==> src/hw/hal_pkg.sv <==
package hal_pkg;

	//**********************************************************
	// Bus and register widths
	//**********************************************************

	// CPU strobe bus carries one byte per access
	localparam int ADDR_W = 8;
	localparam int DATA_W = 8;

	// Implemented bits of each register, upper bits read zero
	localparam int MSTR_CTRL_W = 5;
	localparam int LED_W       = 4;
	localparam int RF_SEL_W    = 6;

	// One pending bit per event source
	localparam int EVENT_W     = 8;

	typedef logic [ADDR_W-1:0]  reg_addr_t;
	typedef logic [DATA_W-1:0]  reg_data_t;
	typedef logic [EVENT_W-1:0] event_t;
	typedef logic [LED_W-1:0]   led_t;

	//**********************************************************
	// Register map
	//**********************************************************

	// Default addresses, the top level may move them
	localparam reg_addr_t MSTR_CTRL_ADDR   = 8'h01;
	localparam reg_addr_t LED_ADDR         = 8'h02;
	localparam reg_addr_t RF_SELECT_ADDR   = 8'h03;
	localparam reg_addr_t EVT_PENDING_ADDR = 8'h04;
	localparam reg_addr_t EVT_MASK_ADDR    = 8'h05;

	//**********************************************************
	// Bit positions
	//**********************************************************

	// Master control, per-block resets and the RF clear request
	localparam int MSTR_RESET_RF0       = 0;
	localparam int MSTR_RESET_RF1       = 1;
	localparam int MSTR_RESET_CONTAINER = 2;
	localparam int MSTR_RESET_USB       = 3;
	localparam int MSTR_CLEAR_RF        = 4;

	// RF selection switches
	localparam int RFSEL_GPS_DC_BIAS = 0;
	localparam int RFSEL_GPS         = 1;
	localparam int RFSEL_ISM_EXT     = 2;
	localparam int RFSEL_ISM_TX      = 3;
	localparam int RFSEL_WB1_RX      = 4;
	localparam int RFSEL_WB2_RX      = 5;

endpackage

==> src/hw/rf_switch_ctrl.sv <==
`timescale 1ns/1ps

module rf_switch_ctrl #(
	parameter hal_pkg::reg_addr_t RF_SEL_ADDR = hal_pkg::RF_SELECT_ADDR
) (
	input  logic               clock_data,
	input  logic               rst,

	// Register access
	input  hal_pkg::reg_addr_t reg_addr,
	input  logic               reg_wr,
	input  hal_pkg::reg_data_t reg_wdata,
	output hal_pkg::reg_data_t rd_rf,

	// SPDT switch pin pairs
	output logic               rf_wb1_rx_select,
	output logic               rf_wb1_n_rx_select,
	output logic               rf_wb2_rx_select,
	output logic               rf_wb2_n_rx_select,
	output logic               rf_ism_tx_select,
	output logic               rf_ism_n_tx_select,
	output logic               rf_ism_ext_select,
	output logic               rf_ism_n_ext_select,
	output logic               rf_gps_ext_select,
	output logic               rf_gps_n_ext_select,
	output logic               rf_gps_dc_bias_select
);
	import hal_pkg::*;

	logic [RF_SEL_W-1:0] rf_sel;

	//**********************************************************
	// Selection register
	//**********************************************************

	always_ff @(posedge clock_data) begin
		if (rst) begin
			rf_sel <= '0;
		end else if (reg_wr && (reg_addr == RF_SEL_ADDR)) begin
			rf_sel <= reg_wdata[RF_SEL_W-1:0];
		end
	end

	// Upper bits read as zero
	assign rd_rf = (reg_addr == RF_SEL_ADDR) ? reg_data_t'(rf_sel) : '0;

	//**********************************************************
	// Switch pin drive
	//**********************************************************

	// Wideband receive switches follow the register bit
	assign rf_wb1_rx_select   =  rf_sel[RFSEL_WB1_RX];
	assign rf_wb1_n_rx_select = ~rf_sel[RFSEL_WB1_RX];
	assign rf_wb2_rx_select   =  rf_sel[RFSEL_WB2_RX];
	assign rf_wb2_n_rx_select = ~rf_sel[RFSEL_WB2_RX];

	// ISM pairs are swapped on the schematic
	// so the affirmative pin carries the inverted bit
	assign rf_ism_tx_select    = ~rf_sel[RFSEL_ISM_TX];
	assign rf_ism_n_tx_select  =  rf_sel[RFSEL_ISM_TX];
	assign rf_ism_ext_select   = ~rf_sel[RFSEL_ISM_EXT];
	assign rf_ism_n_ext_select =  rf_sel[RFSEL_ISM_EXT];

	// Same swap for GPS, a zero register selects the internal antenna
	assign rf_gps_ext_select   = ~rf_sel[RFSEL_GPS];
	assign rf_gps_n_ext_select =  rf_sel[RFSEL_GPS];

	// Single-ended bias enable
	assign rf_gps_dc_bias_select = rf_sel[RFSEL_GPS_DC_BIAS];

endmodule

==> config.mk <==
export PLATFORM = sky130hd
export DESIGN_NAME = rf_switch_ctrl
export DESIGN_NICKNAME = d
export VERILOG_FILES = /design/src/hw/hal_pkg.sv /design/src/hw/rf_switch_ctrl.sv
export SDC_FILE = /design/constraint.sdc
export NUM_CORES = 1
export LEC_CHECK = 0
export BUFFER_PORTS_ARGS = -buffer_cell sky130_fd_sc_hd__buf_2
export CORE_AREA = 2 2 39 41
export CTS_CLUSTER_DIAMETER = 200
export DETAILED_ROUTE_END_ITERATION = 10
export DIE_AREA = 0 0 41 43
export PLACE_DENSITY = 0.69
export SETUP_SLACK_MARGIN = 0.1
export SLEW_MARGIN = 20
export SYNTH_ARGS = -nofsm -noshare
export SYNTH_HDL_FRONTEND = slang
export SYNTH_SLANG_ARGS = --single-unit
==> constraint.sdc <==
create_clock -name clock_data -period 1 [get_ports clock_data]
set_clock_uncertainty 0.05 [all_clocks]
set_input_delay 0.15 -clock clock_data [delete_from_list [all_inputs] [get_ports clock_data]]
set_output_delay 0.15 -clock clock_data [all_outputs]
set_load 0.005 [all_outputs]
==> reports/results.md <==
| Item | Value |
| --- | --- |
| Startpoint of the most critical register-to-register path | rf_sel[4] |
| CTS clock-pin slew for the worst setup and hold paths | 0.04 ns |
| Met2 demand-to-capacity share in global routing | 27.8% |
| Hold Path Origin | reg_wdata[0] |
| Drt total wl | 1350 um |
| Commonest non-fill, non-tap cell in the layout | sky130_fd_sc_hd__buf_2 |
| Sequential cell area fraction in the yosys report | 31.4% |
| # DRC | 0 |
| Required time worst endpoint | 0.80 ns |
| Worst Hold Endpoint | rf_sel[0] |
| Setup repair after global routing missed its margin | yes |
| Wire length of the first global-routing pass | 1970 um |
| Post-route minimum period | 1.22 ns |
| CTS Hold Bufs | 0 |
| Worst slack at placement | -0.273 ns |
| Leakage power summed over all cells | 0.395 nW |
| Final setup fails | 8 |
| Seq cells post-synth | 6 |
| Most flop-heavy register | rf_sel |
| Violated checks | negative setup slack |
| Area of the die | 0.00176 mm^2 |
| Pins Over Slew Limit | 0 |
| Biggest regs | rf_sel: 6 flops |
| Setup crit end kind | primary output |
| Via count | 494 |
| Largest net degree at the start of global routing | 13 |
| Setup TNS | -1.37 ns |
| Root Buffer Master | sky130_fd_sc_hd__clkbuf_4 |
| Number of instances in the synthesized netlist | 45 |
| Latest clock arrival within the worst-skew pair | 0.24 ns |
| Flip-flop count of the largest register after layout | 6 |
| Number of clock sinks seen by CTS | 6 |
| Average detailed-routed wire length per instance | 12.8 um |
| Gr busiest metal | met2 |
| Fraction of final layout cells with drive strength greater than 1 | 71.9% |
| Hold Crit Depth | 3 |
| Cell types with the largest area share after synthesis | sky130_fd_sc_hd__dfxtp_1 31%, sky130_fd_sc_hd__and3_1 11%, sky130_fd_sc_hd__o31ai_1 9.8% |
| Peak supply drop | 0.000719 V |
| CTS tree | built |
| Compound-gate portion of the synthesized area | 9.80% |
| P per Cell Area | 737 mW/mm^2 |
| Dominant combinational cell family by area after synthesis | simple AND/OR/NAND/NOR gates |
| Synth warn | 0 |
| Post-place instance area | 574 um^2 |
| Net switching power figure | 0.130 mW |
| Portion of total power attributed to sequential cells | 42.5% |
| Antenna fix cells | 0 |
| Minimum setup slack among reg-to-reg paths | 0.14 ns |
| Final-report hold violation count | 0 |
| Clk network pwr share | 39.6% |
| Endpoint of the worst register-to-register path | rf_sel[4] |
| Final core occ | 55.4% |
| GR Layer Usage met3 | 7.85% |
| Synthesized-area fraction occupied by xor and xnor cells | 0% |
| Number of distinct library cells after synthesis | 14 |
| First drt pass iteration count | 4 |
| H-tree levels | 1 |
| Top-Level Pins | 38 |
| Path type of the worst setup path | input pin to primary output |
| Iter 0 DRT Violations | 6 |
| Worst EP arrival | 1.02 ns |
| Run status | finished, violations left |
| Met1 Usage GRT | 18.4% |
| Max cap viols | 0 |
| Via count of the first global-routing pass | 450 |
| Quantity of I/O buffers inserted on ports | 33 |
| Final RePlAce weighted congestion | 0.707 |
| Detailed placer's ending HPWL | 844 um |
| Antenna-violating nets left | 0 |
| Final worst-path cycle share | 122% |
| Initial core utilization | 27.7% |
| X dimension of the die | 41 um |
| Switching power as a share of total power | 23.0% |
| Max Buffers Root-to-Sink | 2 |
| Classification of the worst-slack hold path | input pin to register |
| Synth top area share | 31.4% |
| Top cell type by total area after synthesis | sky130_fd_sc_hd__dfxtp_1 |
| Die Y-Extent | 43 um |
| Setup ws final | -0.223 ns |
| Launching element type of the critical path | input pin |
| Critical path fanouts, max | 5 |
| Summed instance area of the synthesized netlist | 383 um^2 |
| Via-per-instance ratio | 4.70 |
| Adder and majority gate portion of the synthesized area | 0% |
| Mean post-synth cell area | 8.51 um^2 |
| Initial antenna violation count | 0 |
| Global-route usage over all layers | 16.8% |
| Floorplan Core Area | 0.00138 mm^2 |
| Inserted Clock Buffers | 3 |
| Layout Area Growth over Synthesis | 100% |
| Worst reg2reg path depth | 3 |
| Num rows | 14 |
| Maximum achievable frequency | 817 MHz |
| Combinational Power Share | 17.9% |
| Number of nets in the final layout | 110 |
| Internal | 0.435 mW |
| Proportion of synthesized area in mux cells | 2.61% |
| Total grt overflow | 0 |
| Synthesized-area fraction occupied by and/or/nand/nor cells | 40.8% |
| Post-layout instance area | 767 um^2 |
| Most frequent cells in the layout | 21 x sky130_fd_sc_hd__buf_2, 15 x sky130_fd_sc_hd__buf_6, 10 x sky130_fd_sc_hd__buf_4 |
[metal layers]
metal  share of wire, %  up-vias
met5                  0        -
met4                  0        0
met3                6.8        0
met2                 57       19
met1                 36      232
li1                   -      243
[logic make-up (layout without fill, tap and decap cells)]
group,after synthesis,in the layout
other,1,2
and+or+nand+nor,21,21
muxes,1,1
AOI/OAI and AO/OA,5,5
DFF,6,6
buffers and inverters,11,54
[critical path: stages]
cell,delay (ns)
sky130_fd_sc_hd__buf_6,0.10
sky130_fd_sc_hd__nor4bb_4,0.33
sky130_fd_sc_hd__buf_4,0.19
sky130_fd_sc_hd__and3_4,0.17
sky130_fd_sc_hd__buf_6,0.08
[stage by stage]
stage          cells  power, mW  hold WS (ns)
6_report         105      0.566         0.113
3_3_place_gp      93      0.321         0.359
3_5_place_dp      93      0.323         0.370
4_1_cts          101      0.569         0.106
5_1_grt          105      0.605         0.145
2_1_floorplan     46      0.280         0.247
[worst max path at each step]
stage                startpoint        end
floorplan           reg_addr[5]   rd_rf[0]
finish              reg_addr[5]   rd_rf[3]
detailed placement  reg_addr[5]  rf_sel[0]
global placement    reg_addr[5]  rf_sel[0]
CTS                 reg_addr[2]   rd_rf[3]
global route        reg_addr[5]   rd_rf[1]
[power groups by stage]
stage          registers, mW  logic [mW]  clock network [mW]
4_1_cts                0.240      0.0931               0.235
6_report               0.240       0.101               0.224
5_1_grt                0.240       0.109               0.257
3_5_place_dp           0.245      0.0779                   0
2_1_floorplan          0.245      0.0351                   0
3_3_place_gp           0.245      0.0760                   0
[synthesized netlist by cell type]
library cell and n:
sky130_fd_sc_hd__conb_1 1, sky130_fd_sc_hd__nor4_2 1, sky130_fd_sc_hd__buf_4 3, sky130_fd_sc_hd__nand2b_1 2, sky130_fd_sc_hd__clkbuf_1 1, sky130_fd_sc_hd__and3_1 7
sky130_fd_sc_hd__nor2b_1 5, sky130_fd_sc_hd__mux2i_1 1, sky130_fd_sc_hd__nor4bb_4 1, sky130_fd_sc_hd__o31ai_1 5, sky130_fd_sc_hd__nand4_1 5, sky130_fd_sc_hd__dfxtp_1 6
sky130_fd_sc_hd__inv_1 5, sky130_fd_sc_hd__buf_2 2
[what timing repair did]
item                       CTS  global route
setup buffers                5             4
gates resized for setup     17            12
setup endpoints to repair   21            23
hold endpoints to repair     0             0
pin swaps                    5             5
[cell type report]
| type | instances | area (um^2) |
|---|---|---|
| Fill cell | 141 | 617 |
| Timing Repair Buffer | 46 | 349 |
| Multi-Input combinational cell | 29 | 226 |
| Sequential cell | 6 | 128 |
| Clock buffer | 3 | 22.5 |
| Inverter | 5 | 21.3 |
| Tap cell | 16 | 20.0 |
Power figures use the tool's default switching activity.
