===== config.mk =====
export PLATFORM = sky130hd
export DESIGN_NAME = event_interrupt
export DESIGN_NICKNAME = d
export VERILOG_FILES = /design/src/hw/hal_pkg.sv /design/src/hw/event_interrupt.sv
export SDC_FILE = /design/constraint.sdc
export NUM_CORES = 1
export LEC_CHECK = 0
export ABC_AREA = 1
export BUFFER_PORTS_ARGS = -buffer_cell sky130_fd_sc_hd__buf_2
export CELL_PAD_IN_SITES_DETAIL_PLACEMENT = 1
export CELL_PAD_IN_SITES_GLOBAL_PLACEMENT = 1
export CORE_ASPECT_RATIO = 0.8
export CORE_MARGIN = 2
export CORE_UTILIZATION = 35
export CTS_BUF_LIST = sky130_fd_sc_hd__clkbuf_8
export CTS_CLUSTER_DIAMETER = 150
export DETAILED_ROUTE_END_ITERATION = 12
export PLACE_DENSITY_LB_ADDON = 0.1
export SYNTH_ARGS = -nofsm -noshare
export SYNTH_HDL_FRONTEND = slang
export SYNTH_SLANG_ARGS = --single-unit
export TNS_END_PERCENT = 5

===== constraint.sdc =====
create_clock -name clock_data -period 2 [get_ports clock_data]
set_input_delay 0.2 -clock clock_data [delete_from_list [all_inputs] [get_ports clock_data]]
set_output_delay 0.2 -clock clock_data [all_outputs]
set_load 0.02 [all_outputs]

===== src/hw/hal_pkg.sv =====
package hal_pkg;

	//**********************************************************
	// Bus and register widths
	//**********************************************************

	// CPU strobe bus carries one byte per access
	localparam int ADDR_W = 8;
	localparam int DATA_W = 8;

	// Implemented bits of each register, upper bits read zero
	localparam int MSTR_CTRL_W = 5;
	localparam int LED_W       = 4;
	localparam int RF_SEL_W    = 6;

	// One pending bit per event source
	localparam int EVENT_W     = 8;

	typedef logic [ADDR_W-1:0]  reg_addr_t;
	typedef logic [DATA_W-1:0]  reg_data_t;
	typedef logic [EVENT_W-1:0] event_t;
	typedef logic [LED_W-1:0]   led_t;

	//**********************************************************
	// Register map
	//**********************************************************

	// Default addresses, the top level may move them
	localparam reg_addr_t MSTR_CTRL_ADDR   = 8'h01;
	localparam reg_addr_t LED_ADDR         = 8'h02;
	localparam reg_addr_t RF_SELECT_ADDR   = 8'h03;
	localparam reg_addr_t EVT_PENDING_ADDR = 8'h04;
	localparam reg_addr_t EVT_MASK_ADDR    = 8'h05;

	//**********************************************************
	// Bit positions
	//**********************************************************

	// Master control, per-block resets and the RF clear request
	localparam int MSTR_RESET_RF0       = 0;
	localparam int MSTR_RESET_RF1       = 1;
	localparam int MSTR_RESET_CONTAINER = 2;
	localparam int MSTR_RESET_USB       = 3;
	localparam int MSTR_CLEAR_RF        = 4;

	// RF selection switches
	localparam int RFSEL_GPS_DC_BIAS = 0;
	localparam int RFSEL_GPS         = 1;
	localparam int RFSEL_ISM_EXT     = 2;
	localparam int RFSEL_ISM_TX      = 3;
	localparam int RFSEL_WB1_RX      = 4;
	localparam int RFSEL_WB2_RX      = 5;

endpackage


===== src/hw/event_interrupt.sv =====
`timescale 1ns/1ps

module event_interrupt #(
	parameter hal_pkg::reg_addr_t PENDING_ADDR = hal_pkg::EVT_PENDING_ADDR,
	parameter hal_pkg::reg_addr_t MASK_ADDR    = hal_pkg::EVT_MASK_ADDR
) (
	input  logic               clock_data,
	input  logic               rst,

	// Register access
	input  hal_pkg::reg_addr_t reg_addr,
	input  logic               reg_wr,
	input  hal_pkg::reg_data_t reg_wdata,
	output hal_pkg::reg_data_t rd_evt,

	// Event pulses from the sources
	input  hal_pkg::event_t    evtsig,

	// Level interrupt toward the CPU
	output logic               cpu_interrupt
);
	import hal_pkg::*;

	event_t pending;
	event_t mask;
	event_t clr_bits;

	//**********************************************************
	// Pending register
	//**********************************************************

	// Bits written as 1 to the pending address are cleared
	assign clr_bits = (reg_wr && (reg_addr == PENDING_ADDR)) ? event_t'(reg_wdata) : '0;

	// Sticky capture
	// An event in the same cycle as its clear stays pending
	always_ff @(posedge clock_data) begin
		if (rst) begin
			pending <= '0;
		end else begin
			pending <= (pending & ~clr_bits) | evtsig;
		end
	end

	//**********************************************************
	// Mask register
	//**********************************************************

	// 1 lets the event reach the interrupt line
	always_ff @(posedge clock_data) begin
		if (rst) begin
			mask <= '0;
		end else if (reg_wr && (reg_addr == MASK_ADDR)) begin
			mask <= event_t'(reg_wdata);
		end
	end

	//**********************************************************
	// Readback and interrupt
	//**********************************************************

	always_comb begin
		rd_evt = '0;
		if (reg_addr == PENDING_ADDR) begin
			rd_evt = reg_data_t'(pending);
		end else if (reg_addr == MASK_ADDR) begin
			rd_evt = reg_data_t'(mask);
		end
	end

	// Any unmasked pending event
	assign cpu_interrupt = |(pending & mask);

endmodule


==> impl_metrics.sql <==
INSERT INTO impl_metrics (metric_group, metric, value, unit) VALUES
('logic_synthesis', 'synth_xor_xnor_area_share', '0', ''),
('sta', 'tightest_slew', '379.0', 'ps'),
('global_route', 'via_count_of_the_first_global_routing_pass', '878', ''),
('worst_setup_path', 'timing.critical_path.mode_cell', 'sky130_fd_sc_hd__buf_2', ''),
('global_route', 'grt_overflow', '0', ''),
('hold_path', 'worstHoldStart', 'evtsig[5]', ''),
('sta', 'clock.fmax', '632.9', 'MHz'),
('cells_and_area', 'layout-drive-gt1-share', '0.2949', ''),
('worst_setup_path', 'cp_slowest_cell', 'sky130_fd_sc_hd__nor2_4', ''),
('job', 'timing.max_cap.violations', '0', ''),
('floorplanning', 'fp-row-count', '15', ''),
('cts', 'post_cts_hold_buffer_count', '0', ''),
('logic_synthesis', 'part_of_the_yosys_area_used_for_sequential_elements', '0.3787', ''),
('logic_synthesis', 'syn_area', '845.8', 'µm²'),
('placement', 'detailed_place.area', '1011', 'µm²'),
('global_route', 'grt_util_all_layers', '0.1873', ''),
('hold_path', 'holdCritPathClass', 'input pin to flop', ''),
('logic_synthesis', 'postSynthNetCount', '151', ''),
('power_and_ir_drop', 'peak_ir_drop_on_the_vdd_network', '0.2751', 'mV'),
('worst_setup_path', 'setup.worst_path.end_class', 'primary output', ''),
('sta', 'grt_setup_unrepaired', 'false', ''),
('global_route', 'global_route_wire_length_before_repair', '3857', 'µm'),
('floorplanning', 'dieWidth', '58.96', 'µm'),
('sta', 'final.period_utilization', '0.7901', ''),
('cts', 'cts-buffers-inserted', '3', ''),
('worst_setup_path', 'worst-path-max-fanout', '14', ''),
('sta', 'slew_headroom', '0.7467', ''),
('worst_setup_path', 'crit_start', 'reg_addr[0]', ''),
('floorplanning', 'die_area', '2828', 'µm²'),
('floorplanning', 'io_pins', '36', ''),
('status', 'failed_checks', 'design-rule violations', ''),
('worst_setup_path', 'r2r_start', 'mask[5]', ''),
('sta', 'fin_worst_skew', '0', 'ps'),
('sta', 'tightest_hold_margin', '177.6', 'ps'),
('cts', 'tritoncts', 'done', ''),
('worst_setup_path', 'worst_ep_arrival', '1380', 'ps'),
('logic_synthesis', 'synth.avg_cell_area', '6.821', 'µm²'),
('logic_synthesis', 'synth_compound_gate_area_share', '0.1420', ''),
('cells_and_area', 'total_inserted_antenna_cells', '0', ''),
('cts', 'clock_path_buffers', '2', ''),
('status', 'outcome', 'complete, but fails checks', ''),
('routing', 'initialDrtViolationCount', '23', ''),
('placement', 'io_buffers', '35', ''),
('floorplanning', 'core-area', '2215', 'µm²'),
('global_route', 'grt_antenna_before_repair', '0', ''),
('routing', 'drt_wl_total', '2370', 'µm'),
('logic_synthesis', 'ff_latch_count_synth', '16', ''),
('logic_synthesis', 'synthMuxAreaShare', '0', ''),
('sta', 'report.final.slew_viol_count', '0', ''),
('cells_and_area', 'n_fill_cell', '308', ''),
('global_route', 'grt_max_degree', '18', ''),
('routing', 'viasPerCell', '4.972', ''),
('worst_setup_path', 'timing.critical_path.buf_inv', '3', ''),
('floorplanning', 'start_util', '0.3819', ''),
('sta', 'setup_slack', '419.9', 'ps'),
('sta', 'setup_total_negative_slack', '0', 'ps'),
('worst_setup_path', 'critical_path.max_stage_delay', '300', 'ps'),
('cts', 'clkLatencyLatePin', '250', 'ps'),
('logic_synthesis', 'synth-adder-area-share', '0', ''),
('power_and_ir_drop', 'leakage', '0.4934', 'nW'),
('cells_and_area', 'fin_util', '0.4751', ''),
('placement', 'pre_cts_ws', '370.9', 'ps'),
('logic_synthesis', 'netlist_instances', '124', ''),
('cts', 'clkSinkCount', '16', ''),
('cts', 'cts_resized', '0', ''),
('worst_setup_path', 'crit_path_cell_trace', 'buf_2, nor2_1, nand2_2, nor2_4, inv_1, o21ai_0, buf_2', ''),
('cells_and_area', 'flow.area_growth_from_synthesis', '24.41', '%'),
('sta', 'timing.final.setup_violations', '0', ''),
('routing', 'drt_drc_violations_left', '1', ''),
('placement', 'dpl.hpwl', '1813', 'µm'),
('cts', 'clkTransAtPathRegs', '60', 'ps');
worst reg2reg max path, cell delays in order (launching register included):
cell and delay (ps):
sky130_fd_sc_hd__dfxtp_1 360, sky130_fd_sc_hd__nand2_1 60, sky130_fd_sc_hd__a21oi_1 150
routing by layer:
| metal | wire length, µm | share of wire | GRT usage | vias to the layer above |
|---|---|---|---|---|
| li1 | - | - | - | 466 |
| met1 | 1079 | 0.46 | 0.2183 | 412 |
| met2 | 1162 | 0.49 | 0.3400 | 20 |
| met3 | 117 | 0.049 | 0.05135 | 2 |
| met4 | 10 | 0.0042 | 0.06364 | 0 |
| met5 | 0 | 0 | 0 | - |
layout by cell type, fill, tap and decap left out:
cell                       netlist  routed
sky130_fd_sc_hd__nand4_1         1       1
sky130_fd_sc_hd__o22ai_1         1       1
sky130_fd_sc_hd__nand3_2         1       1
sky130_fd_sc_hd__dfxtp_1        16      16
sky130_fd_sc_hd__nand2_2         2       2
sky130_fd_sc_hd__inv_1          16      16
sky130_fd_sc_hd__clkbuf_8        0       3
sky130_fd_sc_hd__nand2_1        32      32
sky130_fd_sc_hd__nor2_4          3       3
sky130_fd_sc_hd__nor2_1          1       1
sky130_fd_sc_hd__o21ai_0         3       3
sky130_fd_sc_hd__a22o_1          1       1
sky130_fd_sc_hd__nand3_1        21      21
sky130_fd_sc_hd__nor2_2          2       2
sky130_fd_sc_hd__buf_2           0      35
sky130_fd_sc_hd__a21oi_1        18      18
registers in the layout (all words and copies together), names as in the netlist:
name / count
mask: 8
pending: 8
area by class of cell:
cell class | count | area (µm²) | share of cell area
clock buffers | 3 | 41.29 | 0.03924
repair buffers | 35 | 175.2 | 0.1665
well taps | 25 | 31.28 | 0.02973
multi-input cells | 86 | 424.2 | 0.4031
inverters | 16 | 60.06 | 0.05707
flip-flops and latches | 16 | 320.3 | 0.3044
synthesized netlist by cell type:
cell                       number  area, µm²
sky130_fd_sc_hd__buf_1          1      3.750
sky130_fd_sc_hd__dfxtp_1       16      320.3
sky130_fd_sc_hd__nor2_1         1      3.750
sky130_fd_sc_hd__a22o_1         1      8.760
sky130_fd_sc_hd__nand3_1       21      105.1
sky130_fd_sc_hd__o21ai_0        3      15.01
sky130_fd_sc_hd__a21oi_1       18      90.09
sky130_fd_sc_hd__nand2_1       32      120.1
sky130_fd_sc_hd__o22ai_1        1      6.260
sky130_fd_sc_hd__buf_6          2      22.52
sky130_fd_sc_hd__nor2_2         2      12.51
sky130_fd_sc_hd__buf_4          1      7.510
sky130_fd_sc_hd__nand4_1        1      6.260
sky130_fd_sc_hd__inv_1         16      60.06
sky130_fd_sc_hd__clkbuf_1       2      7.510
sky130_fd_sc_hd__nand2_2        2      12.51
sky130_fd_sc_hd__nor2_4         3      33.78
sky130_fd_sc_hd__nand3_2        1      10.01
metrics by stage:
| stage | std cells | total power [mW] |
|---|---|---|
| finish | 181 | 0.6492 |
| global route | 181 | 0.6859 |
| CTS | 181 | 0.6591 |
| detailed placement | 178 | 0.4137 |
| global placement | 178 | 0.4095 |
| floorplan | 124 | 0.3771 |
power by group:
group          switching, mW  internal (mW)  total [mW]  leakage, nW
clock                  0.110          0.134       0.243       0.0216
sequential           0.00891          0.331       0.340        0.132
combinational         0.0372         0.0292      0.0664        0.340
worst paths after layout:
check,end,slack [ps],cells past startpoint
worst max-delay path,rd_evt[6],420,7
worst min-delay path,pending[5],180,3
worst max register to register,mask[5],1350,2
worst min register to register,pending[2],460,2
logic make-up (layout without fill, tap and decap cells):
group	Yosys count	after routing
AOI/OAI and AO/OA	23	23
DFF	16	16
and+or+nand+nor	63	63
buffers and inverters	22	54
Power figures use the tool's default switching activity.
