==> src/hw/hal_pkg.sv <==
package hal_pkg;

	//**********************************************************
	// Bus and register widths
	//**********************************************************

	// CPU strobe bus carries one byte per access
	localparam int ADDR_W = 8;
	localparam int DATA_W = 8;

	// Implemented bits of each register, upper bits read zero
	localparam int MSTR_CTRL_W = 5;
	localparam int LED_W       = 4;
	localparam int RF_SEL_W    = 6;

	// One pending bit per event source
	localparam int EVENT_W     = 8;

	typedef logic [ADDR_W-1:0]  reg_addr_t;
	typedef logic [DATA_W-1:0]  reg_data_t;
	typedef logic [EVENT_W-1:0] event_t;
	typedef logic [LED_W-1:0]   led_t;

	//**********************************************************
	// Register map
	//**********************************************************

	// Default addresses, the top level may move them
	localparam reg_addr_t MSTR_CTRL_ADDR   = 8'h01;
	localparam reg_addr_t LED_ADDR         = 8'h02;
	localparam reg_addr_t RF_SELECT_ADDR   = 8'h03;
	localparam reg_addr_t EVT_PENDING_ADDR = 8'h04;
	localparam reg_addr_t EVT_MASK_ADDR    = 8'h05;

	//**********************************************************
	// Bit positions
	//**********************************************************

	// Master control, per-block resets and the RF clear request
	localparam int MSTR_RESET_RF0       = 0;
	localparam int MSTR_RESET_RF1       = 1;
	localparam int MSTR_RESET_CONTAINER = 2;
	localparam int MSTR_RESET_USB       = 3;
	localparam int MSTR_CLEAR_RF        = 4;

	// RF selection switches
	localparam int RFSEL_GPS_DC_BIAS = 0;
	localparam int RFSEL_GPS         = 1;
	localparam int RFSEL_ISM_EXT     = 2;
	localparam int RFSEL_ISM_TX      = 3;
	localparam int RFSEL_WB1_RX      = 4;
	localparam int RFSEL_WB2_RX      = 5;

endpackage

==> src/hw/hal_ctrl_regs.sv <==
`timescale 1ns/1ps

module hal_ctrl_regs #(
	parameter hal_pkg::reg_addr_t MSTR_ADDR    = hal_pkg::MSTR_CTRL_ADDR,
	parameter hal_pkg::reg_addr_t LED_REG_ADDR = hal_pkg::LED_ADDR
) (
	input  logic               clock_data,
	input  logic               rst,

	// Register access
	input  hal_pkg::reg_addr_t reg_addr,
	input  logic               reg_wr,
	input  hal_pkg::reg_data_t reg_wdata,
	output hal_pkg::reg_data_t rd_ctrl,

	// General-purpose LEDs
	output hal_pkg::led_t      led,

	// Reset outputs for the blocks outside this core
	output logic               rf0_reset,
	output logic               rf1_reset,
	output logic               container_reset,
	output logic               usb_reset,

	// One-cycle RF clear
	output logic               aclr_rf
);
	import hal_pkg::*;

	logic [MSTR_CTRL_W-1:0] mstr_ctrl;
	logic                   mstr_wr;
	logic                   led_wr;
	logic                   clear_dly;

	//**********************************************************
	// Write decode
	//**********************************************************

	assign mstr_wr = reg_wr && (reg_addr == MSTR_ADDR);
	assign led_wr  = reg_wr && (reg_addr == LED_REG_ADDR);

	// Master control
	//   bits 3:0 hold the per-block resets
	//   bit 4 requests a clear of both RF channels
	always_ff @(posedge clock_data) begin
		if (rst) begin
			mstr_ctrl <= '0;
		end else if (mstr_wr) begin
			mstr_ctrl <= reg_wdata[MSTR_CTRL_W-1:0];
		end
	end

	// LED register drives the pins directly
	always_ff @(posedge clock_data) begin
		if (rst) begin
			led <= '0;
		end else if (led_wr) begin
			led <= reg_wdata[LED_W-1:0];
		end
	end

	//**********************************************************
	// Readback
	//**********************************************************

	// Zero when neither address matches
	always_comb begin
		rd_ctrl = '0;
		if (reg_addr == MSTR_ADDR) begin
			rd_ctrl = reg_data_t'(mstr_ctrl);
		end else if (reg_addr == LED_REG_ADDR) begin
			rd_ctrl = reg_data_t'(led);
		end
	end

	//**********************************************************
	// Block resets and clear pulse
	//**********************************************************

	// System reset always reaches every block
	assign rf0_reset       = rst | mstr_ctrl[MSTR_RESET_RF0];
	assign rf1_reset       = rst | mstr_ctrl[MSTR_RESET_RF1];
	assign container_reset = rst | mstr_ctrl[MSTR_RESET_CONTAINER];
	assign usb_reset       = rst | mstr_ctrl[MSTR_RESET_USB];

	// Previous value of the clear bit
	always_ff @(posedge clock_data) begin
		if (rst) begin
			clear_dly <= 1'b0;
		end else begin
			clear_dly <= mstr_ctrl[MSTR_CLEAR_RF];
		end
	end

	// Rising edge only, a rewrite of 1 leaves the bit and its copy equal
	assign aclr_rf = mstr_ctrl[MSTR_CLEAR_RF] & ~clear_dly;

endmodule

==> config.mk <==
export PLATFORM = sky130hd
export DESIGN_NAME = hal_ctrl_regs
export DESIGN_NICKNAME = d
export VERILOG_FILES = /design/src/hw/hal_pkg.sv /design/src/hw/hal_ctrl_regs.sv
export SDC_FILE = /design/constraint.sdc
export NUM_CORES = 1
export LEC_CHECK = 0
export ABC_AREA = 0
export BUFFER_PORTS_ARGS = -buffer_cell sky130_fd_sc_hd__buf_2
export CAP_MARGIN = 30
export CELL_PAD_IN_SITES_DETAIL_PLACEMENT = 1
export CELL_PAD_IN_SITES_GLOBAL_PLACEMENT = 2
export CORE_MARGIN = 2
export CORE_UTILIZATION = 20
export DETAILED_ROUTE_END_ITERATION = 8
export GPL_ROUTABILITY_DRIVEN = 0
export GPL_TIMING_DRIVEN = 1
export PLACE_DENSITY = 0.8
export REMOVE_ABC_BUFFERS = 1
export SYNTH_ARGS = -nofsm -noshare
export SYNTH_HDL_FRONTEND = slang
export SYNTH_SLANG_ARGS = --single-unit
==> constraint.sdc <==
create_clock -name clock_data -period 1 [get_ports clock_data]
set_input_delay 0.05 -clock clock_data [delete_from_list [all_inputs] [get_ports clock_data]]
set_output_delay 0.05 -clock clock_data [all_outputs]
set_load 0.05 [all_outputs]
==> results.txt, run 1 <==
- Setup repair after global routing could not meet its margin everywhere.
- In the finished design, the share of the clock period the worst path needs comes to 1.13.
* Final critical-path required period: 1130 ps
- Count of placed standard cells including taps: 122
- Mean cell area of the mapped netlist: 9.80 sq um
* IR Drop Worst-Case VDD: 416 uV
- The portion of synthesized area spent on multiplexers is 0.155.
- After legalization and detailed placement, the total HPWL measured 1.34 mm.
- Detailed Routing Iterations Pass 1: 2
* Number of setup violations in the final report: 8
- Measured on the finished design, the core utilization comes to 0.387.
* Number of antenna-violating nets in the routed design: 0
* DR WL/cell: 14.9 um
- Layout Cells excl Fill: 131
- Netlist area before placement: 588 sq um
* Layout area overhead: 83.0%
* Worst Path Required: 950 ps
- GRT overflow: 0
- In this run, synthesis produced a sequential element count of 10.
- Hold repair after CTS inserted 0 buffers.
* Starting density of the core: 0.211
- Detailed-route vias per instance: 4.57
* Leakage power of the design: 0.459 nW
- Counting along the longest clock path gives a buffer depth of 2.
- Largest clock skew in the final design: 0.372 ps
- Maximum number of pins on one net before global-route repair: 19
- Across all hold checks on the routed design, the worst slack comes to 67.0 ps.
* Number of antenna violations at the first check in global routing: 0
- Of the total synthesized cell area, the portion taken by full adders, half adders and majority gates is 0.
- WP data arrival: 1080 ps
- The initialized floorplan defines 19 standard-cell rows.
- Clock Root Buffer: sky130_fd_sc_hd__clkbuf_4
- The number of hold-slack violations in the final timing report was 0.
* Layout cell share with drive strength beyond 1: 0.700
* PwrDens: 909 nW/um^2
- During placement, the flow inserted port buffers numbering 29.
* Sort of element at the end of the critical path: output pin
- TritonCTS built the clock tree.
* Most frequent standard cell in the layout excluding fill and tap cells: sky130_fd_sc_hd__buf_2
* Top-level port count: 36
- The tightest min-delay check is of the primary input to flop type.
* Count of inserted antenna diode cells: 0
* Destination of the worst hold path: mstr_ctrl[0]
* Clock latency of the later-clocked register in the worst-skew pair: 270 ps
- Clock buffers created by TritonCTS: 3
- Clock H-tree levels: 1
* Number of clock sinks: 10
* Xor/xnor cell area share of the yosys netlist: 0
* Post-Synthesis Cells: 60
- Area fraction in compound gates after synthesis: 0.0511
* Cell depth of the worst hold path: 3
* Placeable core area: 2780 sq um
- The die is 58.2 um tall.
* Least setup slack across all paths after layout: -126 ps
* Count of unique library cells instantiated by Yosys: 19
* Basic-gate share of the synthesized area counting and, or, nand and nor cells: 0.402
- Setup slack, reg-to-reg: 160 ps
* Max cap viols: 0
- The via count of the first global-routing pass was 651.
- For this block, the routed nets add up to 1.95 mm of wire.
* Worst setup path class: primary input to output pin
- Status: finished with violations
* Net count of the finished layout: 120
- The routed layout has 599 vias.
* Sequential share of the synthesized area: 0.340
* R2R depth: 2
- After synthesis, the largest family of logic cells by area is simple AND/OR/NAND/NOR gates.
* CP max FO: 4
- Worst reg2reg path startpoint: mstr_ctrl[4]
- Final max-slew violation count: 0
- Horizontal die dimension: 58.2 um
* Number of warnings printed during yosys synthesis: 0
- Commonest non-fill, non-tap cells in the layout: 13 x sky130_fd_sc_hd__buf_2, 12 x sky130_fd_sc_hd__nand2b_1, 11 x sky130_fd_sc_hd__buf_8
* Clock slew at reported path FFs: 70 ps
- STA classifies the critical path startpoint as a primary input.
- Achievable frequency: 888 MHz
- Violated checks: negative setup slack
* Initial drt markers: 12
- Floorplan die area: 3390 sq um
- Overall Global Routing Usage: 0.114
* Startpoint of the most critical hold path: reg_wdata[0]
- In the routed design, unresolved DRC markers number 0.
- Wire length of the first global-routing pass: 2.90 mm
* Endpoint of the worst-slack reg-to-reg timing path: mstr_ctrl[4]
==> per-layer routing <==
layer	vias up	global-route usage	wire (um)
met3	5	0.0134	83
met4	0	0.0399	56
met1	288	0.122	734
met5	-	0	0
li1	285	-	-
met2	21	0.224	1080
==> power by group <==
group / internal [mW] / switching (mW) / total (mW) / leakage [nW]
Clock: 0.221 / 0.144 / 0.365 / 0.0210
Sequential: 0.398 / 0.000451 / 0.399 / 0.0847
Combinational: 0.0993 / 0.114 / 0.214 / 0.353
Total: 0.719 / 0.259 / 0.978 / 0.459
==> layout make-up <==
| cell class | count | area, sq um |
|---|---|---|
| fill | 309 | 1710 |
| multi-input combinational | 48 | 440 |
| timing repair buffer | 38 | 350 |
| sequential | 10 | 210 |
| tap | 31 | 38.8 |
| clock buffer | 4 | 36.3 |
==> cells by family (layout without fill, tap and decap cells) <==
logic type             Yosys count  after routing
AO/OA/AOI/OAI                    4              4
other                            1              3
flip-flops                      10             10
buffers and inverters            4             42
AND/OR/NAND/NOR                 32             32
multiplexers                     9              9
==> registers in the layout (all words and copies together), names as in the netlist <==
register	flops
mstr_ctrl	5
led	4
clear_dly	1
==> what timing repair did <==
item                       4_1_cts  5_1_grt
setup endpoints to repair       10       13
gates resized for setup         52       15
pin swaps                       12        8
setup buffers                    3        2
==> cell usage after synthesis <==
cell type,count,area share
sky130_fd_sc_hd__or2_2,4,0.043
sky130_fd_sc_hd__nand2b_1,12,0.13
sky130_fd_sc_hd__nor4b_2,1,0.026
sky130_fd_sc_hd__and3_1,1,0.011
sky130_fd_sc_hd__mux2i_1,8,0.14
sky130_fd_sc_hd__conb_1,1,0.0064
sky130_fd_sc_hd__clkbuf_1,1,0.0064
sky130_fd_sc_hd__nor2_1,4,0.026
sky130_fd_sc_hd__nor2b_1,3,0.032
sky130_fd_sc_hd__a22oi_1,4,0.051
sky130_fd_sc_hd__nor4_4,1,0.036
sky130_fd_sc_hd__dfxtp_1,10,0.34
sky130_fd_sc_hd__buf_4,3,0.038
sky130_fd_sc_hd__or4_1,1,0.013
sky130_fd_sc_hd__and3_4,1,0.019
sky130_fd_sc_hd__and3_2,1,0.013
sky130_fd_sc_hd__nor4b_4,1,0.040
sky130_fd_sc_hd__nand3_1,2,0.017
sky130_fd_sc_hd__mux2_1,1,0.019
==> worst max path at each step <==
stage | endpoint | slack (ps) | start
after floorplan | rd_ctrl[0] | -470 | led[0]
after global placement | rd_ctrl[3] | -230 | reg_addr[5]
after detailed placement | rd_ctrl[3] | -220 | reg_addr[5]
after CTS | rd_ctrl[1] | -100 | mstr_ctrl[1]
after global routing | rd_ctrl[2] | -150 | mstr_ctrl[2]
final | rd_ctrl[2] | -130 | reg_addr[4]
==> metrics by stage <==
stage,cell area [sq um],TNS (ps),setup slack [ps],total power [mW]
floorplan,569,-2070,-475,0.499
global placement,783,-1600,-230,0.564
detailed placement,783,-1750,-224,0.567
CTS,1020,-539,-98.4,0.981
global route,1080,-775,-147,1.02
finish,1080,-567,-126,0.978
==> critical path, stage by stage <==
cell and delay (ps):
sky130_fd_sc_hd__buf_8 90, sky130_fd_sc_hd__or4_4 610, sky130_fd_sc_hd__nor2_4 160, sky130_fd_sc_hd__buf_8 150
(Power assumes the default switching activity.)
==> run 2, diff against run 1 <==
==> constraint.sdc (replaced) <==
create_clock -name clock_data -period 1 [get_ports clock_data]
set_input_delay 0.05 -clock clock_data [delete_from_list [all_inputs] [get_ports clock_data]]
set_output_delay 0.05 -clock clock_data [all_outputs]
set_load 0.01 [all_outputs]
==> results.txt, run 2 (synthesized netlist as in run 1, its figures left out) <==
* Status: finished with violations
- The final reports fail on negative setup slack.
- Worst Path Required: 950 ps
* Horizontal die dimension: 58.2 um
- Kind of launch point of the worst setup path: flop
* Total via count in the routed design: 566
- Number of antenna-violating nets in the routed design: 0
- Of the cells placed in the final design, the portion with a size suffix greater than 1 is 0.612.
* CTS tree: built
- Across the routed clock network, the largest skew measured is 0.0139 ps.
- Least setup slack across all paths after layout: -32.8 ps
- Wire length of the first global-routing pass: 2.53 mm
- Starting density of the core: 0.211
* Clock buffers created by TritonCTS: 3
- Sort of element at the end of the critical path: output pin
- The largest single stage delay on the critical path is 340 ps.
* Detailed Routing Iterations Pass 1: 3
- From bottom edge to top edge, the die measures 58.2 um.
- CP max FO: 3
- 0 antenna diodes ended up in the layout.
* Area after detailed placement: 783 sq um
- Number of clock sinks: 10
- The internal power of the cells totals 0.704 mW.
- Switching power: 0.203 mW
* GRT overflow: 0
- Once layout is done, the placed cells without fillers occupy 952 sq um.
* Hold crit path type: primary input to flop
* Post-route DRC: 0
- Switching share of total power: 0.223
* Largest registers in the final layout: mstr_ctrl x5, led x4, clear_dly x1
* Top-level port count: 36
* Commonest non-fill, non-tap cells in the layout: 21 x sky130_fd_sc_hd__buf_2, 12 x sky130_fd_sc_hd__nand2b_1, 8 x sky130_fd_sc_hd__mux2i_1, 8 x sky130_fd_sc_hd__buf_6, 6 x sky130_fd_sc_hd__buf_4
- PwrDens: 952 nW/um^2
- Combinational share of power: 0.164
- Summed over all nets, the half-perimeter wirelength after detailed placement is 1.30 mm.
- The area growth from synthesis to layout is 61.9%.
- Achievable frequency: 968 MHz
- Of the available clock period, the critical path in the final layout requires 1.03.
- Floorplan die area: 3390 sq um
- Portion of total power attributed to the clock network: 0.396
- Register containing the most flip-flops in the final layout: mstr_ctrl
* Post-placement setup slack: -153 ps
- The library cell used most frequently in the layout, excluding fill and tap cells, is sky130_fd_sc_hd__buf_2.
- Maximum number of pins on one net before global-route repair: 19
* Final critical-path required period: 1030 ps
* Power share of the sequential group: 0.440
- For the worst-skew pair, the clock arrives at the later sink with an insertion delay of 260 ps.
- The register with the most flip-flops in the layout has 5 of them.
- Worst-path cell chain: a22oi_2 > nor2_1 > buf_2
* Max cap viols: 0
- WP data arrival: 980 ps
- After clock tree synthesis, the clock-pin slew on the worst setup and hold paths is 70 ps.
* RSZ-0062 raised after global routing: true
- Final max-slew violation count: 0
* Fin util: 0.342
- DRT Wirelength: 1.63 mm
* Clock H-tree levels: 1
- After detailed routing, the number of vias per cell comes to 4.39.
- The number of antenna violations at the first check in global routing came to 0.
- For this run, the total global-route usage over all layers was measured as 0.0965.
- Number of I/O port buffers: 29
- The slowest stage of the critical path is the sky130_fd_sc_hd__dfxtp_2 cell.
* Number of setup violations in the final report: 3
- Setup TNS Final: -60.2 ps
* Hold violation total from the final report: 0
- Layout Cells excl Fill: 129
- After detailed routing, the average wire length per cell comes to 12.7 um.
- Count of placed standard cells including taps: 122
- Standard-cell row count: 19
* Leakage power of the design: 0.437 nW
* Maximum buffer depth of the clock tree: 2
- Buffers inserted to repair hold after CTS numbered 0.
- Initial drt markers: 10
- Number of global-route vias before repair: 610
* IR Drop Worst-Case VDD: 436 uV
* Clock Root Buffer: sky130_fd_sc_hd__clkbuf_4
- Net count of the finished layout: 118
* Placeable core area: 2780 sq um
* Worst setup path class: flop to output pin
## run 2: critical path, delay by kind of cell, from the launching register on
family	cells	cell delay, ps
flops	1	340
compound gates	1	190
simple gates	1	60
buf+inv	1	140
## run 2: path summary, 6_finish.rpt
path	from	endpoint	slack, ps	cells after the start
max reg2reg	mstr_ctrl[4]	mstr_ctrl[4]	180	2
min	reg_wdata[0]	mstr_ctrl[0]	80	3
max	mstr_ctrl[3]	rd_ctrl[3]	-30	3
min reg2reg	mstr_ctrl[4]	clear_dly	490	1
## run 2: routing by layer
| layer | global-route usage | routed length (um) |
|---|---|---|
| met2 | 0.192 | 886 |
| met1 | 0.102 | 651 |
| met5 | 0 | 0 |
| met4 | 0.0399 | 23 |
| met3 | 0.00893 | 71 |
## run 2: final cells by class
cell class	count	area, sq um
Fill cell	322	1830
Multi-Input combinational cell	48	415
Timing Repair Buffer	36	255
Sequential cell	10	206
Tap cell	31	38.8
Clock buffer	4	36.3
## run 2: power groups by stage
stage                     Sequential (mW)  Clock [mW]  Combinational [mW]
final                               0.399       0.359               0.149
after global routing                0.399       0.383               0.161
after CTS                           0.398       0.371               0.144
after detailed placement            0.408           0               0.112
after global placement              0.408           0               0.110
after floorplan                     0.408           0              0.0445
## run 2: what timing repair did
item	4_1_cts	5_1_grt
gates resized for setup	24	5
pin swaps	10	7
buffers inserted	2	1
endpoints found under the setup margin	9	8
## run 2: stage by stage
step	hold WS [ps]	total power, mW
2_1_floorplan	129	0.452
3_3_place_gp	342	0.518
3_5_place_dp	362	0.520
4_1_cts	78.1	0.913
5_1_grt	81.7	0.942
6_report	79.1	0.907
==> run 3, diff against run 2 <==
- RECOVER_POWER: default -> 100
==> results.txt, run 3 (synthesized netlist as in run 1, its figures left out) <==
- Status: finished with violations
* Violated checks: negative setup slack
- HPWL after DPL: 1.30 mm
- For met3 alone, demand over resource in global routing was 0.00893.
* Number of I/O port buffers: 29
- After detailed placement, the total cell area comes to 783 sq um.
* Endpoint of the worst-slack reg-to-reg timing path: mstr_ctrl[4]
- Horizontal die dimension: 58.2 um
- The initialized floorplan defines 19 standard-cell rows.
* Hold violation total from the final report: 0
- Across the VDD grid, the largest voltage drop is 436 uV.
- The worst hold path begins at reg_wdata[0].
- Sort of element at the end of the critical path: output pin
- Final hold analysis gives a worst-case slack of 79.1 ps.
* Layout cell share with drive strength beyond 1: 0.602
- RSZ-0062 raised after global routing: true
* Number of clock sinks: 10
- Die Span Y: 58.2 um
- The startpoint identified for the worst register-to-register timing path is mstr_ctrl[4].
- The pre-antenna-repair detailed-routing pass consisted of 3 iterations.
* PwrDens: 954 nW/um^2
- The register with the most flip-flops in the final layout is mstr_ctrl.
* Worst setup path class: flop to output pin
* Post-route DRC: 0
- For this run, the post-layout net count is 118.
- The detail route stage leaves a number of antenna-violating nets equal to 0.
- GRT overflow: 0
- Measured on the finished design, the core utilization comes to 0.342.
- DR WL/cell: 12.7 um
- Initial drt markers: 10
- Across the whole layout, storage elements account for 205 sq um.
* Wire length of the first global-routing pass: 2.53 mm
* Leakage power of the design: 0.436 nW
* Placeable core area: 2780 sq um
- Destination of the worst hold path: mstr_ctrl[0]
- The number of cells on the worst reg-to-reg path is 2.
- Total area of multi-input combinational cells: 415 sq um
- WP data arrival: 980 ps
- Layout area overhead: 61.7%
* Kind of launch point of the worst setup path: flop
- For this block, the routed nets add up to 1.63 mm of wire.
* Largest registers in the final layout: mstr_ctrl x5, led x4, clear_dly x1
- Number of antenna violations at the first check in global routing: 0
- TritonCTS built the clock tree.
* Least setup slack across all paths after layout: -32.8 ps
- Commonest non-fill, non-tap cells in the layout: 21 x sky130_fd_sc_hd__buf_2, 12 x sky130_fd_sc_hd__nand2b_1, 8 x sky130_fd_sc_hd__mux2i_1, 8 x sky130_fd_sc_hd__buf_6
- Overall Global Routing Usage: 0.0965
* Count of inserted antenna diode cells: 0
- In this run the worst hold path is classified as primary input to flop.
* Clock Root Buffer: sky130_fd_sc_hd__clkbuf_4
- CTS built an H-tree with a depth of 1.
- The register with the most flip-flops in the layout has 5 of them.
- Starting density of the core: 0.211
* Number of setup violations in the final report: 3
- Dividing the detail-routed via count by the number of cells gives 4.39.
- The worst hold path passes through 3 cells.
- Summed area of non-filler cells in the final layout: 951 sq um
* CP max FO: 3
- Max cap viols: 0
- Power, Total: 0.907 mW
- Entering global routing, the biggest net connects 19 pins.
* Top-level port count: 36
- The number of hold buffers added after CTS was 0.
- Count of placed standard cells including taps: 122
- Timing would allow up to 968 MHz.
- Final worst-path cycle share: 1.03
* Floorplan die area: 3390 sq um
* Gr busiest metal: met2
- Final critical-path required period: 1030 ps
- OpenSTA, run right after detailed placement, puts the worst setup slack at -153 ps.
- The final max-slew violation count came to 0.
* Final-layout fill cell count: 323
* Setup slack, reg-to-reg: 180 ps
- Total via count in the routed design: 566
- Clock latency of the later-clocked register in the worst-skew pair: 260 ps
- Setup TNS Final: -60.2 ps
- Leaving out fill and tap cells, the most frequent cell in the layout is sky130_fd_sc_hd__buf_2.
- Worst Path Required: 950 ps
* Number of global-route vias before repair: 610
* Clock buffers created by TritonCTS: 3
- Excluding fillers, the count of instances in the completed layout stands at 129.
- Clock-pin slew was measured on the worst setup and hold paths at 70 ps.
* Largest clock skew in the final design: 0.0139 ps
* Fraction of met1 tracks used by global routing: 0.102
- GRT met2 Usage: 0.192
- No sink is reached through more buffers than the 2 on the longest clock path.
run 3: cell counts in the layout (fill, tap and decap cells not counted):
Identical to the previous run, type by type.
run 3: worst max-delay path by stage:
stage | startpoint | end | cells after the start
final | mstr_ctrl[3] | rd_ctrl[3] | 3
after global placement | reg_addr[3] | mstr_ctrl[4] | 4
after global routing | reg_addr[2] | rd_ctrl[0] | 6
after floorplan | reg_addr[3] | mstr_ctrl[4] | 3
after detailed placement | reg_addr[3] | mstr_ctrl[4] | 4
after CTS | mstr_ctrl[2] | rd_ctrl[2] | 3
run 3: cell type report:
cell class,instances,area share
Multi-Input combinational cell,48,0.437
Timing Repair Buffer,36,0.268
Tap cell,31,0.0408
Sequential cell,10,0.216
Clock buffer,4,0.0382
run 3: repair_timing:
action | CTS | global route
buffers inserted | 2 | 1
pin swaps | 10 | 7
resized for setup | 24 | 5
setup endpoints to repair | 9 | 8
run 3: power by group:
part / internal [mW] / switching [mW]
sequential: 0.398 / 0.000439
combinational: 0.0853 / 0.0635
clock: 0.221 / 0.139
run 3: layer usage:
metal  up-vias  share of wire
met3         2          0.044
met1       267           0.40
li1        279              -
met4         0          0.014
met2        18           0.54
met5         -              0
run 3: critical path, cell delays in order (launching register included):
cell and delay (ps):
sky130_fd_sc_hd__dfxtp_2 340, sky130_fd_sc_hd__a22oi_2 190, sky130_fd_sc_hd__nor2_1 60, sky130_fd_sc_hd__buf_2 140
